[src/common/ddr_pkg.sv]
package ddr_pkg;

    // memory side geometry
    localparam int ADDR_W = 49;
    localparam int DATA_W = 128;
    localparam int LEN_W  = 8;

    // client command word
    localparam int CMD_W        = 64;
    localparam int CMD_ADDR_LSB = 0;
    localparam int CMD_LEN_LSB  = 49;

    localparam int NUM_WR_CH = 2;
    // write id carries the channel number
    localparam int WID_W = (NUM_WR_CH > 1) ? $clog2(NUM_WR_CH) : 1;

    // bursts are capped at this many beats as well
    localparam int FIFO_DEPTH = 16;

    typedef logic [ADDR_W-1:0] ddr_addr_t;
    typedef logic [DATA_W-1:0] ddr_data_t;
    typedef logic [CMD_W-1:0]  ddr_cmd_t;
    typedef logic [LEN_W-1:0]  ddr_len_t;
    typedef logic [WID_W-1:0]  ddr_wid_t;

    typedef enum logic [1:0] {
        WR_IDLE,
        WR_ADDR,
        WR_DATA,
        WR_RESP
    } wr_state_t;

    typedef enum logic [1:0] {
        RD_IDLE,
        RD_ADDR,
        RD_DATA
    } rd_state_t;

endpackage

[src/rtl/sync_fifo.sv]
`timescale 1ns/1ps

module sync_fifo #(
    parameter int WIDTH = 8,
    parameter int DEPTH = 16
) (
    input  logic             clk,
    input  logic             rst_n,
    input  logic [WIDTH-1:0] din,
    input  logic             wr_en,
    output logic             full,
    output logic [WIDTH-1:0] dout,
    input  logic             rd_en,
    output logic             empty
);
    localparam int PTR_W = (DEPTH > 1) ? $clog2(DEPTH) : 1;
    localparam int CNT_W = $clog2(DEPTH + 1);

    logic [WIDTH-1:0] mem [DEPTH];
    logic [PTR_W-1:0] wr_ptr;
    logic [PTR_W-1:0] rd_ptr;
    logic [CNT_W-1:0] count;
    logic             push;
    logic             pop;

    assign push  = wr_en && !full;
    assign pop   = rd_en && !empty;
    assign full  = (count == CNT_W'(DEPTH));
    assign empty = (count == '0);
    // show-ahead read, head entry sits on dout
    assign dout  = mem[rd_ptr];

    always_ff @(posedge clk) begin
        if (push) begin
            mem[wr_ptr] <= din;
        end
    end

    always_ff @(posedge clk) begin
        if (!rst_n) begin
            wr_ptr <= '0;
            rd_ptr <= '0;
            count  <= '0;
        end else begin
            if (push) begin
                wr_ptr <= (wr_ptr == PTR_W'(DEPTH - 1)) ? '0 : wr_ptr + 1'b1;
            end
            if (pop) begin
                rd_ptr <= (rd_ptr == PTR_W'(DEPTH - 1)) ? '0 : rd_ptr + 1'b1;
            end
            case ({push, pop})
                2'b10:   count <= count + 1'b1;
                2'b01:   count <= count - 1'b1;
                default: count <= count;
            endcase
        end
    end

    // the producer must watch full, the consumer must watch empty
    a_push_full: assert property (@(posedge clk) disable iff (!rst_n) !(wr_en && full))
        else $error("push into full fifo");
    a_pop_empty: assert property (@(posedge clk) disable iff (!rst_n) !(rd_en && empty))
        else $error("pop from empty fifo");

endmodule

[src/ddr_chan/ddr_wr_chan.sv]
`timescale 1ns/1ps

module ddr_wr_chan (
    input  logic               clk,
    input  logic               rst_n,
    input  ddr_pkg::ddr_cmd_t  cmd_din,
    input  logic               cmd_wr_en,
    output logic               cmd_full,
    input  ddr_pkg::ddr_data_t wr_din,
    input  logic               wr_wr_en,
    output logic               wr_full,
    output logic               awvalid,
    input  logic               awready,
    output ddr_pkg::ddr_addr_t awaddr,
    output ddr_pkg::ddr_len_t  awlen,
    output logic               wvalid,
    input  logic               wready,
    output ddr_pkg::ddr_data_t wdata,
    output logic               wlast,
    input  logic               bvalid,
    output logic               bready
);
    import ddr_pkg::*;

    wr_state_t state;
    ddr_cmd_t  cmd_dout;
    logic      cmd_empty;
    logic      cmd_pop;
    logic      wr_empty;
    logic      wr_pop;
    ddr_addr_t addr_q;
    ddr_len_t  len_q;
    ddr_len_t  beat_cnt;

    sync_fifo #(
        .WIDTH (CMD_W),
        .DEPTH (FIFO_DEPTH)
    ) i_cmd_fifo (
        .clk   (clk),
        .rst_n (rst_n),
        .din   (cmd_din),
        .wr_en (cmd_wr_en),
        .full  (cmd_full),
        .dout  (cmd_dout),
        .rd_en (cmd_pop),
        .empty (cmd_empty)
    );

    sync_fifo #(
        .WIDTH (DATA_W),
        .DEPTH (FIFO_DEPTH)
    ) i_wr_fifo (
        .clk   (clk),
        .rst_n (rst_n),
        .din   (wr_din),
        .wr_en (wr_wr_en),
        .full  (wr_full),
        .dout  (wdata),
        .rd_en (wr_pop),
        .empty (wr_empty)
    );

    assign cmd_pop = (state == WR_IDLE) && !cmd_empty;
    assign wr_pop  = wvalid && wready;

    assign awvalid = (state == WR_ADDR);
    assign awaddr  = addr_q;
    assign awlen   = len_q;
    // beats may trail the command, so valid tracks the data fifo
    assign wvalid  = (state == WR_DATA) && !wr_empty;
    assign wlast   = (state == WR_DATA) && (beat_cnt == len_q);
    assign bready  = (state == WR_RESP);

    always_ff @(posedge clk) begin
        if (cmd_pop) begin
            addr_q <= cmd_dout[CMD_ADDR_LSB +: ADDR_W];
            len_q  <= cmd_dout[CMD_LEN_LSB +: LEN_W];
        end
    end

    always_ff @(posedge clk) begin
        if (!rst_n) begin
            state    <= WR_IDLE;
            beat_cnt <= '0;
        end else begin
            case (state)
                WR_IDLE: begin
                    if (cmd_pop) begin
                        state <= WR_ADDR;
                    end
                end
                WR_ADDR: begin
                    beat_cnt <= '0;
                    if (awready) begin
                        state <= WR_DATA;
                    end
                end
                WR_DATA: begin
                    if (wr_pop) begin
                        beat_cnt <= beat_cnt + 1'b1;
                        if (wlast) begin
                            state <= WR_RESP;
                        end
                    end
                end
                WR_RESP: begin
                    if (bvalid) begin
                        state <= WR_IDLE;
                    end
                end
                default: state <= WR_IDLE;
            endcase
        end
    end

    // counted final beat stays within the fifo depth
    a_last_in_range: assert property (@(posedge clk) disable iff (!rst_n)
        wvalid && wready && wlast |-> int'(beat_cnt) < FIFO_DEPTH)
        else $error("final beat past the burst limit");

endmodule

[config.mk]
export PLATFORM = sky130hd
export DESIGN_NAME = ddr_wr_chan
export DESIGN_NICKNAME = d
export VERILOG_FILES = /design/src/common/ddr_pkg.sv /design/src/rtl/sync_fifo.sv /design/src/ddr_chan/ddr_wr_chan.sv
export SDC_FILE = /design/constraint.sdc
export NUM_CORES = 2
export LEC_CHECK = 0
export ABC_AREA = 1
export BUFFER_PORTS_ARGS = -buffer_cell sky130_fd_sc_hd__buf_2
export CORE_UTILIZATION = 45
export CTS_BUF_LIST = sky130_fd_sc_hd__clkbuf_4
export DETAILED_ROUTE_END_ITERATION = 16
export GPL_TIMING_DRIVEN = 1
export SLEW_MARGIN = 15
export SYNTH_ARGS = -nofsm -noshare
export SYNTH_HDL_FRONTEND = slang
export SYNTH_SLANG_ARGS = --single-unit
[constraint.sdc]
create_clock -name clk -period 14.57 [get_ports clk]
set_input_delay 0.7285 -clock clk [delete_from_list [all_inputs] [get_ports clk]]
set_output_delay 0.7285 -clock clk [all_outputs]
set_load 0.03 [all_outputs]
==> summary.md <==
| Metric | Value |
|---|---|
| Status | finished, final reports clean |
| GR Util met3 | 4.67% |
| Internal Power | 14400 uW |
| TritonCTS clock tree | yes |
| Clock Latency Late Sink | 1580 ps |
| WL final | 321 mm |
| Reg-to-reg startpoint | i_wr_fifo.count[1] |
| Ys Warns | 0 |
| Worst hold start | wr_din[70] |
| Pre-antenna DRT Iters | 6 |
| Port Buffer Count | 382 |
| # setup viols final | 0 |
| Tot Pwr | 19900 uW |
| Max frequency | 0.160 GHz |
| Crit start category | flop |
| RSZ-0062 raised after global routing | false |
| Post-synthesis cell count | 8496 |
| Bufs on Longest Clock Path | 4 |
| CP arrival | 5530 ps |
| Io pins | 390 |
| GRT met1 Usage | 30.7% |
| Cell Pwr Density | 148 nW/um^2 |
| Seq/Total Area, Yosys | 77.3% |
| Storage cell area | 91400 sq um |
| Final Cycle Share | 43.0% |
| Mean routed wirelength per cell | 23.8 um |
| Post-synth EDFFs | 3017 |
| Hold buffer count at CTS | 245 |
| Largest net degree at the start of global routing | 251 |
| Post-CTS sizing | 0 |
| Ys flop type | edfxtp_1 |
| Worst Tran Pin Value | 1360 ps |
| Starting density of the core | 45.4% |
| GR Overflow Total | 0 |
| Global Route Usage Sum | 23.7% |
| Root Buffer | clkbuf_4 |
| Synth unique cells | 34 |
| Top-count cell post-synth | edfxtp_1 |
| Fin util | 51.8% |
| R2R depth | 9 |
| Clk network pwr share | 35.4% |
| Gr busiest metal | met2 |
| #FFs+latches synth | 3057 |
| Clk pin slew, worst setup/hold paths | 70 ps |
| Die Y | 514 um |
| Flop2flop setup slack | 9620 ps |
| Num Clock Sinks | 3057 |
| Net Sw Frac | 27.9% |
| Critical Path RT | 13840 ps |
| Final Hold Viols | 0 |
| First-pass GRT wire length | 472 mm |
| Setup bufs post-CTS | 0 |
| Share of cells above drive strength 1 | 17.2% |
| Initial antenna violation count | 53 |
| Placed Instances | 11900 |
| Filler Cells Inserted | 22100 |
| P&R area growth vs syn | 14.2% |
| FF-to-FF End | i_wr_fifo.mem[4][16] |
| Synth area leader | edfxtp_1 |
| Via Count | 76700 |
| CP endpoint kind | output pin |
| Die area | 265000 sq um |
| Leak | 0.0449 uW |
| Rel. slew slack | 9.26% |
| Clock skew | 124 ps |
| Psw | 5550 uW |
| Vias in the first global route | 75700 |
| GR Layer Usage met2 | 39.5% |
| First DRT Iteration DRCs | 6649 |
| Leading cell types by count after synthesis | 3017 x edfxtp_1, 1662 x nor2_1, 1494 x o21ai_0, 501 x o22ai_1, 358 x clkbuf_1 |
| CP Max Fanout | 197 |
| Fin nets | 9620 |
| CTS buffer count | 765 |
| Peak VDD IR | 0.104 mV |
| Maxcap violations | 0 |
| Final count of pins violating max slew | 0 |
| Final Wtd Congestion | 0.754 |
| Kind of critical path | reg2out |
| Worst min path class | in2reg |
| Top cell type's share of synthesized area | 76.7% |
| Dpl hpwl | 150 mm |
| Finished Layout Cells | 13500 |
| Reg power frac | 50.8% |
| Combinational share of power | 13.8% |
| WHS | 132 ps |
| Async set or reset register ratio after synthesis | 0% |
| Vias per inst | 5.69 |
| Top cells by area, synth | edfxtp_1 77%, o21ai_0 6.3%, nor2_1 5.3% |
| Synth Area per Inst | 13.9 sq um |
| Setup TNS | 0 ps |
| Core footprint | 260000 sq um |
| Multi-input gate area | 23800 sq um |
| Die X | 514 um |
| Synth Net Count | 8719 |
| CP endpoint | wdata[67] |
| Row count | 187 |
| Drt drc | 0 |
| Post-synthesis instance area | 118000 sq um |
| ANT nets after route | 0 |
| Clock H-tree levels | 6 |
| Fin crit period | 6260 ps |
==> layout by cell type, fill, tap and decap left out, drive strengths merged, types with 118 or more instances in the layout <==
cell type	instances
o22ai	501
dlygate4sd3	245
buf	497
nand2	324
nor2	1662
clkbuf	1090
o21ai	1679
o221ai	249
clkinv	182
o211ai	118
nand3	150
edfxtp	3017
==> worst min path at each step <==
stage / to / slack, ps / cells past startpoint
after global routing: i_wr_fifo.mem[2][110] / -6 / 2
after floorplan: flop / 450 / 2
after detailed placement: flop / 470 / 2
after CTS: i_wr_fifo.mem[5][70] / 0.04 / 2
final: i_wr_fifo.mem[5][70] / 130 / 2
after global placement: flop / 460 / 2
==> per-stage QoR <==
step | instance area [sq um] | setup WS [ps]
4_1_cts | 135000 | 8040
5_1_grt | 135000 | 7850
3_3_place_gp | 123000 | 9350
3_5_place_dp | 123000 | 9290
6_report | 135000 | 8310
2_1_floorplan | 118000 | 4020
==> power groups by stage <==
stage                     Combinational (uW)  Sequential [uW]  Clock, uW
after floorplan                         1680            10400          0
after global placement                  2610            10300          0
after CTS                               2750            10100       7210
final                                   2750            10100       7050
after detailed placement                2670            10300          0
after global routing                    3000            10100       7650
==> kinds of logic (layout without fill, tap and decap cells) <==
group	Yosys count	after routing	synth area share (%)
buf+inv	674	2120	2.77
xor+xnor	22	22	0.163
compound gates	2572	2572	12.5
flops	3057	3057	77.3
simple gates	2147	2147	7.00
fa+ha+maj	24	24	0.260
other cells	0	31	0
==> routing by layer <==
| layer | wire (um) | share of wire (%) |
|---|---|---|
| met5 | 335 | 0.10 |
| met4 | 9770 | 3.0 |
| met3 | 22100 | 6.9 |
| met2 | 157000 | 49 |
| met1 | 131000 | 41 |
==> layout make-up <==
cell class              instances  share of cell area, %
flip-flops and latches       3057                   67.8
multi-input cells            4765                   17.6
clock buffers                1090                   6.07
repair buffers                742                   4.00
well taps                    3496                   3.24
clock inverters               222                   1.01
inverters                      66                  0.242
diodes                         31                 0.0575
==> sequential cells by signal (all words and copies together) (netlist names), named ones only <==
| register | cells |
|---|---|
| i_wr_fifo.count | 5 |
| i_wr_fifo.mem | 2048 |
| i_cmd_fifo.count | 5 |
| i_cmd_fifo.wr_ptr | 4 |
| i_wr_fifo.rd_ptr | 4 |
| beat_cnt | 8 |
| awlen | 8 |
| state | 2 |
| i_wr_fifo.wr_ptr | 4 |
| i_cmd_fifo.rd_ptr | 4 |
| awaddr | 49 |
| i_cmd_fifo.mem | 912 |
==> critical path, stage by stage, from the launching register on <==
cell      delay (ps)
dfxtp_4          570
inv_16           550
buf_4            830
buf_4            850
o21ai_0          230
o221ai_1         220
o21ai_1          130
o21ai_1          270
buf_2            250
No activity file was read; power rests on OpenSTA's default activity.
