`src/common/ddr_pkg.sv`:
```
package ddr_pkg;

    // memory side geometry
    localparam int ADDR_W = 49;
    localparam int DATA_W = 128;
    localparam int LEN_W  = 8;

    // client command word
    localparam int CMD_W        = 64;
    localparam int CMD_ADDR_LSB = 0;
    localparam int CMD_LEN_LSB  = 49;

    localparam int NUM_WR_CH = 2;
    // write id carries the channel number
    localparam int WID_W = (NUM_WR_CH > 1) ? $clog2(NUM_WR_CH) : 1;

    // bursts are capped at this many beats as well
    localparam int FIFO_DEPTH = 16;

    typedef logic [ADDR_W-1:0] ddr_addr_t;
    typedef logic [DATA_W-1:0] ddr_data_t;
    typedef logic [CMD_W-1:0]  ddr_cmd_t;
    typedef logic [LEN_W-1:0]  ddr_len_t;
    typedef logic [WID_W-1:0]  ddr_wid_t;

    typedef enum logic [1:0] {
        WR_IDLE,
        WR_ADDR,
        WR_DATA,
        WR_RESP
    } wr_state_t;

    typedef enum logic [1:0] {
        RD_IDLE,
        RD_ADDR,
        RD_DATA
    } rd_state_t;

endpackage

```
`src/rtl/sync_fifo.sv`:
```
`timescale 1ns/1ps

module sync_fifo #(
    parameter int WIDTH = 8,
    parameter int DEPTH = 16
) (
    input  logic             clk,
    input  logic             rst_n,
    input  logic [WIDTH-1:0] din,
    input  logic             wr_en,
    output logic             full,
    output logic [WIDTH-1:0] dout,
    input  logic             rd_en,
    output logic             empty
);
    localparam int PTR_W = (DEPTH > 1) ? $clog2(DEPTH) : 1;
    localparam int CNT_W = $clog2(DEPTH + 1);

    logic [WIDTH-1:0] mem [DEPTH];
    logic [PTR_W-1:0] wr_ptr;
    logic [PTR_W-1:0] rd_ptr;
    logic [CNT_W-1:0] count;
    logic             push;
    logic             pop;

    assign push  = wr_en && !full;
    assign pop   = rd_en && !empty;
    assign full  = (count == CNT_W'(DEPTH));
    assign empty = (count == '0);
    // show-ahead read, head entry sits on dout
    assign dout  = mem[rd_ptr];

    always_ff @(posedge clk) begin
        if (push) begin
            mem[wr_ptr] <= din;
        end
    end

    always_ff @(posedge clk) begin
        if (!rst_n) begin
            wr_ptr <= '0;
            rd_ptr <= '0;
            count  <= '0;
        end else begin
            if (push) begin
                wr_ptr <= (wr_ptr == PTR_W'(DEPTH - 1)) ? '0 : wr_ptr + 1'b1;
            end
            if (pop) begin
                rd_ptr <= (rd_ptr == PTR_W'(DEPTH - 1)) ? '0 : rd_ptr + 1'b1;
            end
            case ({push, pop})
                2'b10:   count <= count + 1'b1;
                2'b01:   count <= count - 1'b1;
                default: count <= count;
            endcase
        end
    end

    // the producer must watch full, the consumer must watch empty
    a_push_full: assert property (@(posedge clk) disable iff (!rst_n) !(wr_en && full))
        else $error("push into full fifo");
    a_pop_empty: assert property (@(posedge clk) disable iff (!rst_n) !(rd_en && empty))
        else $error("pop from empty fifo");

endmodule

```
`src/ddr_chan/ddr_rd_chan.sv`:
```
`timescale 1ns/1ps

module ddr_rd_chan (
    input  logic               clk,
    input  logic               rst_n,
    input  ddr_pkg::ddr_cmd_t  cmd_din,
    input  logic               cmd_wr_en,
    output logic               cmd_full,
    output ddr_pkg::ddr_data_t rd_dout,
    input  logic               rd_rd_en,
    output logic               rd_empty,
    output logic               rd_full,
    output logic               arvalid,
    input  logic               arready,
    output ddr_pkg::ddr_addr_t araddr,
    output ddr_pkg::ddr_len_t  arlen,
    input  ddr_pkg::ddr_data_t rdata,
    input  logic               rlast,
    input  logic               rvalid,
    output logic               rready
);
    import ddr_pkg::*;

    rd_state_t state;
    ddr_cmd_t  cmd_dout;
    logic      cmd_empty;
    logic      cmd_pop;
    logic      r_beat;
    ddr_addr_t addr_q;
    ddr_len_t  len_q;

    sync_fifo #(
        .WIDTH (CMD_W),
        .DEPTH (FIFO_DEPTH)
    ) i_cmd_fifo (
        .clk   (clk),
        .rst_n (rst_n),
        .din   (cmd_din),
        .wr_en (cmd_wr_en),
        .full  (cmd_full),
        .dout  (cmd_dout),
        .rd_en (cmd_pop),
        .empty (cmd_empty)
    );

    // R beats land here, the client drains them
    sync_fifo #(
        .WIDTH (DATA_W),
        .DEPTH (FIFO_DEPTH)
    ) i_rd_fifo (
        .clk   (clk),
        .rst_n (rst_n),
        .din   (rdata),
        .wr_en (r_beat),
        .full  (rd_full),
        .dout  (rd_dout),
        .rd_en (rd_rd_en),
        .empty (rd_empty)
    );

    assign cmd_pop = (state == RD_IDLE) && !cmd_empty;
    assign arvalid = (state == RD_ADDR);
    assign araddr  = addr_q;
    assign arlen   = len_q;
    assign rready  = !rd_full;
    assign r_beat  = rvalid && rready;

    always_ff @(posedge clk) begin
        if (cmd_pop) begin
            addr_q <= cmd_dout[CMD_ADDR_LSB +: ADDR_W];
            len_q  <= cmd_dout[CMD_LEN_LSB +: LEN_W];
        end
    end

    always_ff @(posedge clk) begin
        if (!rst_n) begin
            state <= RD_IDLE;
        end else begin
            case (state)
                RD_IDLE: if (cmd_pop) state <= RD_ADDR;
                RD_ADDR: if (arready) state <= RD_DATA;
                RD_DATA: if (r_beat && rlast) state <= RD_IDLE;
                default: state <= RD_IDLE;
            endcase
        end
    end

    // memory only returns data for the one outstanding AR
    a_r_requested: assert property (@(posedge clk) disable iff (!rst_n)
        r_beat |-> state == RD_DATA)
        else $error("R beat without outstanding read");

endmodule

```
`config.mk`:
```
export PLATFORM = sky130hd
export DESIGN_NAME = ddr_rd_chan
export DESIGN_NICKNAME = d
export VERILOG_FILES = /design/src/common/ddr_pkg.sv /design/src/rtl/sync_fifo.sv /design/src/ddr_chan/ddr_rd_chan.sv
export SDC_FILE = /design/constraint.sdc
export NUM_CORES = 2
export LEC_CHECK = 0
export BUFFER_PORTS_ARGS = -buffer_cell sky130_fd_sc_hd__buf_2
export CELL_PAD_IN_SITES_DETAIL_PLACEMENT = 0
export CELL_PAD_IN_SITES_GLOBAL_PLACEMENT = 1
export CORE_MARGIN = 2
export CORE_UTILIZATION = 50
export CTS_BUF_LIST = sky130_fd_sc_hd__clkbuf_4
export DETAILED_ROUTE_END_ITERATION = 8
export PLACE_DENSITY_LB_ADDON = 0.1
export SLEW_MARGIN = 20
export SYNTH_ARGS = -nofsm -noshare
export SYNTH_HDL_FRONTEND = slang
export SYNTH_SLANG_ARGS = --single-unit
```
`constraint.sdc`:
```
create_clock -name clk -period 12.94 [get_ports clk]
set_clock_uncertainty 0.05 [all_clocks]
set_input_delay 0 -clock clk [delete_from_list [all_inputs] [get_ports clk]]
set_output_delay 0 -clock clk [all_outputs]
set_load 0.01 [all_outputs]
```
==> impl_metrics.py <==
metrics = {
    "logic_synthesis": {
        "ys_ff_latch": 3049,
        "synth.distinct_cells": 53,
        "synth_edf_count": 3017,
        "ys_seq_area_frac": 0.799,
        "ys_warn_count": 0,
        "syn-cell-area_um2": 114000,
        "synth_nets": 5045,
        "synth_area_per_cell_um2": 23.7,
        "netlist_instances": 4828,
        "async_reset_ff_frac": 0,
        "synth_flop_cell": "edfxtp_1",
    },
    "setup_path": {
        "end_kind": "output pin",
        "worst-endpoint-required_ns": 12.89,
        "worst-setup-path-type": "flop to output pin",
        "path_buf_inv": 4,
        "cp_slowest_cell": "buf_4",
        "cp-start-kind": "flop",
        "critPathArrivalTime_ns": 5.60,
        "crit_chain": "buf_4 > buf_4 > buf_4 > mux4_2 > a22oi_1 > nand2_1 > buf_2",
        "path_max_fanout": 38,
        "crit_family": "buffers and inverters",
        "crit_top_cell": "buf_4",
        "cp_slowest_stage_delay_ns": 0.77,
    },
    "drt": {
        "drtPass1Iterations": 5,
        "ant_nets": 0,
        "drcViolationCount": 0,
        "wl_per_cell_um": 28.2,
        "drtIter0Drc": 4898,
        "drt-total-wl_mm": 276,
        "vias_per_cell": 5.80,
        "vias": 56900,
    },
    "placement": {
        "place_hpwl_mm": 132,
        "place_congestion": 0.711,
        "portBuffers": 381,
        "place_area_um2": 120000,
    },
    "layout": {
        "drive_gt1_frac": 0.366,
        "num-nets-final": 6460,
        "areaGrowthSynthToFinish_pct": 17.0,
        "fin_area_um2": 134000,
        "nFillCells": 17000,
    },
    "power": {
        "clkPwrFrac": 0.330,
        "cellPowerDensity_nw_per_um2": 180,
        "swShare": 0.266,
        "pwr-share-seq": 0.482,
        "p_leak_uw": 0.0429,
        "switchingPower_uw": 6390,
        "intPower_uw": 17600,
        "vdd_drop_max_uv": 123,
        "p_comb_frac": 0.188,
    },
    "timing": {
        "grt_setup_unrepaired": "no",
        "fmaxAchievable_ghz": 0.177,
        "setup_viol": 0,
        "worst_slew_pin_slew_ns": 1.10,
        "finalHoldViolCount": 0,
        "finalCriticalPeriod_ns": 5.65,
        "period_share": 0.436,
        "max_slew_margin": 0.264,
        "slew_violations": 0,
        "tns_ns": 0,
    },
    "global_route": {
        "grt_max_degree": 143,
        "grt_pass1_wl_mm": 397,
        "antenna_found_initial": 59,
        "track_usage": 0.239,
        "overflow": 0,
        "grt_pass1_vias": 60100,
    },
    "floorplanning": {
        "io_pins": 389,
        "start_util": 0.503,
        "fp.dieArea_um2": 232000,
        "die_w_um": 482,
        "fp.dieH_um": 482,
        "rows": 175,
        "core_um2": 227000,
    },
    "hold_path": {
        "hold_class": "input pin to flop",
    },
    "cts": {
        "cts_sinks": 3049,
        "cts_hold_buf": 407,
        "cts_tree": "yes",
        "cts.path.max_buffers": 4,
        "cts-htree-levels": 6,
        "cts_setup_buffers": 0,
        "cts_buffers": 781,
        "ctsResizeCount": 0,
        "cts.clk_slew.worst_paths_ns": 0.07,
        "cts_root_buf": "clkbuf_4",
        "clk_latency_ns": 1.41,
    },
    "outcome": {
        "status": "finished, final reports clean",
    },
    "job": {
        "cap_violations": 0,
    },
}
[state kept, by name, indices dropped and copies added, names as in the netlist, named ones only]
register           count
i_rd_fifo.rd_ptr       4
i_cmd_fifo.count       5
i_rd_fifo.wr_ptr       4
i_cmd_fifo.wr_ptr      4
i_cmd_fifo.rd_ptr      4
i_rd_fifo.mem       2048
i_rd_fifo.count        5
araddr                49
state                  2
arlen                  8
i_cmd_fifo.mem       912
[cell usage after synthesis (9+ instances only)]
cell type  instances  area share
nor2_1            63      0.0021
mux4_2           740        0.15
o22ai_1          115      0.0063
ha_1              18      0.0020
buf_1             37      0.0012
mux2i_1           66      0.0058
nand2b_1           9     0.00049
buf_4             52      0.0034
clkbuf_1         100      0.0033
nor3_1             9     0.00039
a22oi_1          198       0.013
dfxtp_1           32      0.0056
a21oi_1           66      0.0029
edfxtp_1        3017        0.79
nor2b_1           13     0.00071
buf_2             70      0.0031
inv_1             14     0.00046
nand2_1          119      0.0039
[logic make-up after synthesis]
family                     after synthesis  share of synthesized area
adders and majority gates               18                    0.00197
muxes                                  806                      0.152
buffers and inverters                  279                     0.0119
AOI/OAI and AO/OA                      415                     0.0251
and+or+nand+nor                        250                    0.00991
DFF                                   3049                      0.799
xor gates and xnor gates                11                   0.000843
[final cells by class]
cell class                 count  area, µm²  area share
sequential                  3049      91300       0.683
multi-input combinational   1500      21900       0.164
clock buffer                1136       8530      0.0638
timing repair buffer         896       7040      0.0527
tap                         3009       3760      0.0282
clock inverter               169        982     0.00735
antenna                       30       75.1    0.000562
inverter                      15       57.6    0.000431
[path summary, 6_finish.rpt]
kind         cells past startpoint                        startpoint  slack (ns)                               end
min                              3                        rdata[115]        0.16  i_rd_fifo.mem[10][115]$_DFFE_PP_
max                              7                              flop        7.29                      rd_dout[104]
min reg2reg                      2  i_cmd_fifo.count[4]$_SDFFE_PN0P_        0.49  i_cmd_fifo.count[4]$_SDFFE_PN0P_
max reg2reg                      6  i_rd_fifo.wr_ptr[0]$_SDFFE_PN0P_        8.17   i_rd_fifo.mem[11][77]$_DFFE_PP_
[layout by cell type, fill, tap and decap left out, drive strengths merged, types with 3 or more instances in the layout]
cell and n:
xnor2 7, or2 3, edfxtp 3017, mux4 740, nand3 6, and2 7
dlygate4sd3 406, nor3b 3, o21ai 7, nor3 9, clkinv 136, diode 30
nand3b 3, clkbuf 1136, nor2 63, nor2b 13, clkinvlp 5, ha 18
a21oi 66, o22ai 115, a31oi 3, o211ai 8, a21boi 4, xor2 4
inv 32, nand2 119, nand4 4, o21a 3, mux2i 66, nand2b 9
nand4b 3, a22oi 198, bufinv 11, dfxtp 32, buf 490
[power by group through the flow]
| stage | clock (µW) | combinational (µW) | sequential, µW |
|---|---|---|---|
| finish | 7920 | 4520 | 11600 |
| detailed placement | 0 | 4500 | 11800 |
| global placement | 0 | 4500 | 11800 |
| global route | 8660 | 4890 | 11600 |
| floorplan | 0 | 3120 | 11700 |
| CTS | 8150 | 4630 | 11600 |
[worst reg2reg max path, cell delays in order (launching register included)]
cell and delay, ns:
dfxtp_1 0.43, ha_1 0.27, o211ai_4 0.18, nor2_4 0.81, buf_4 0.72, buf_4 0.90, buf_4 0.93
[metrics by stage]
stage	util	hold slack, ns	std cells	total power (µW)	worst slack, ns
detailed placement	0.528	0.203	8061	16300	8.17
finish	0.588	0.164	9804	24000	7.29
global placement	0.528	0.195	8060	16300	8.24
global route	0.588	0.0503	9797	25100	6.68
floorplan	-	0.0489	4828	14900	2.40
CTS	0.587	0.00264	9773	24400	6.92
[per-layer routing]
metal	vias to the layer above	wire length, µm	GRT usage
li1	24100	-	-
met1	30300	109000	0.308
met2	1931	141000	0.401
met3	466	17700	0.0550
met4	52	7510	0.0814
met5	-	354	0
No activity file was read; power rests on OpenSTA's default activity.
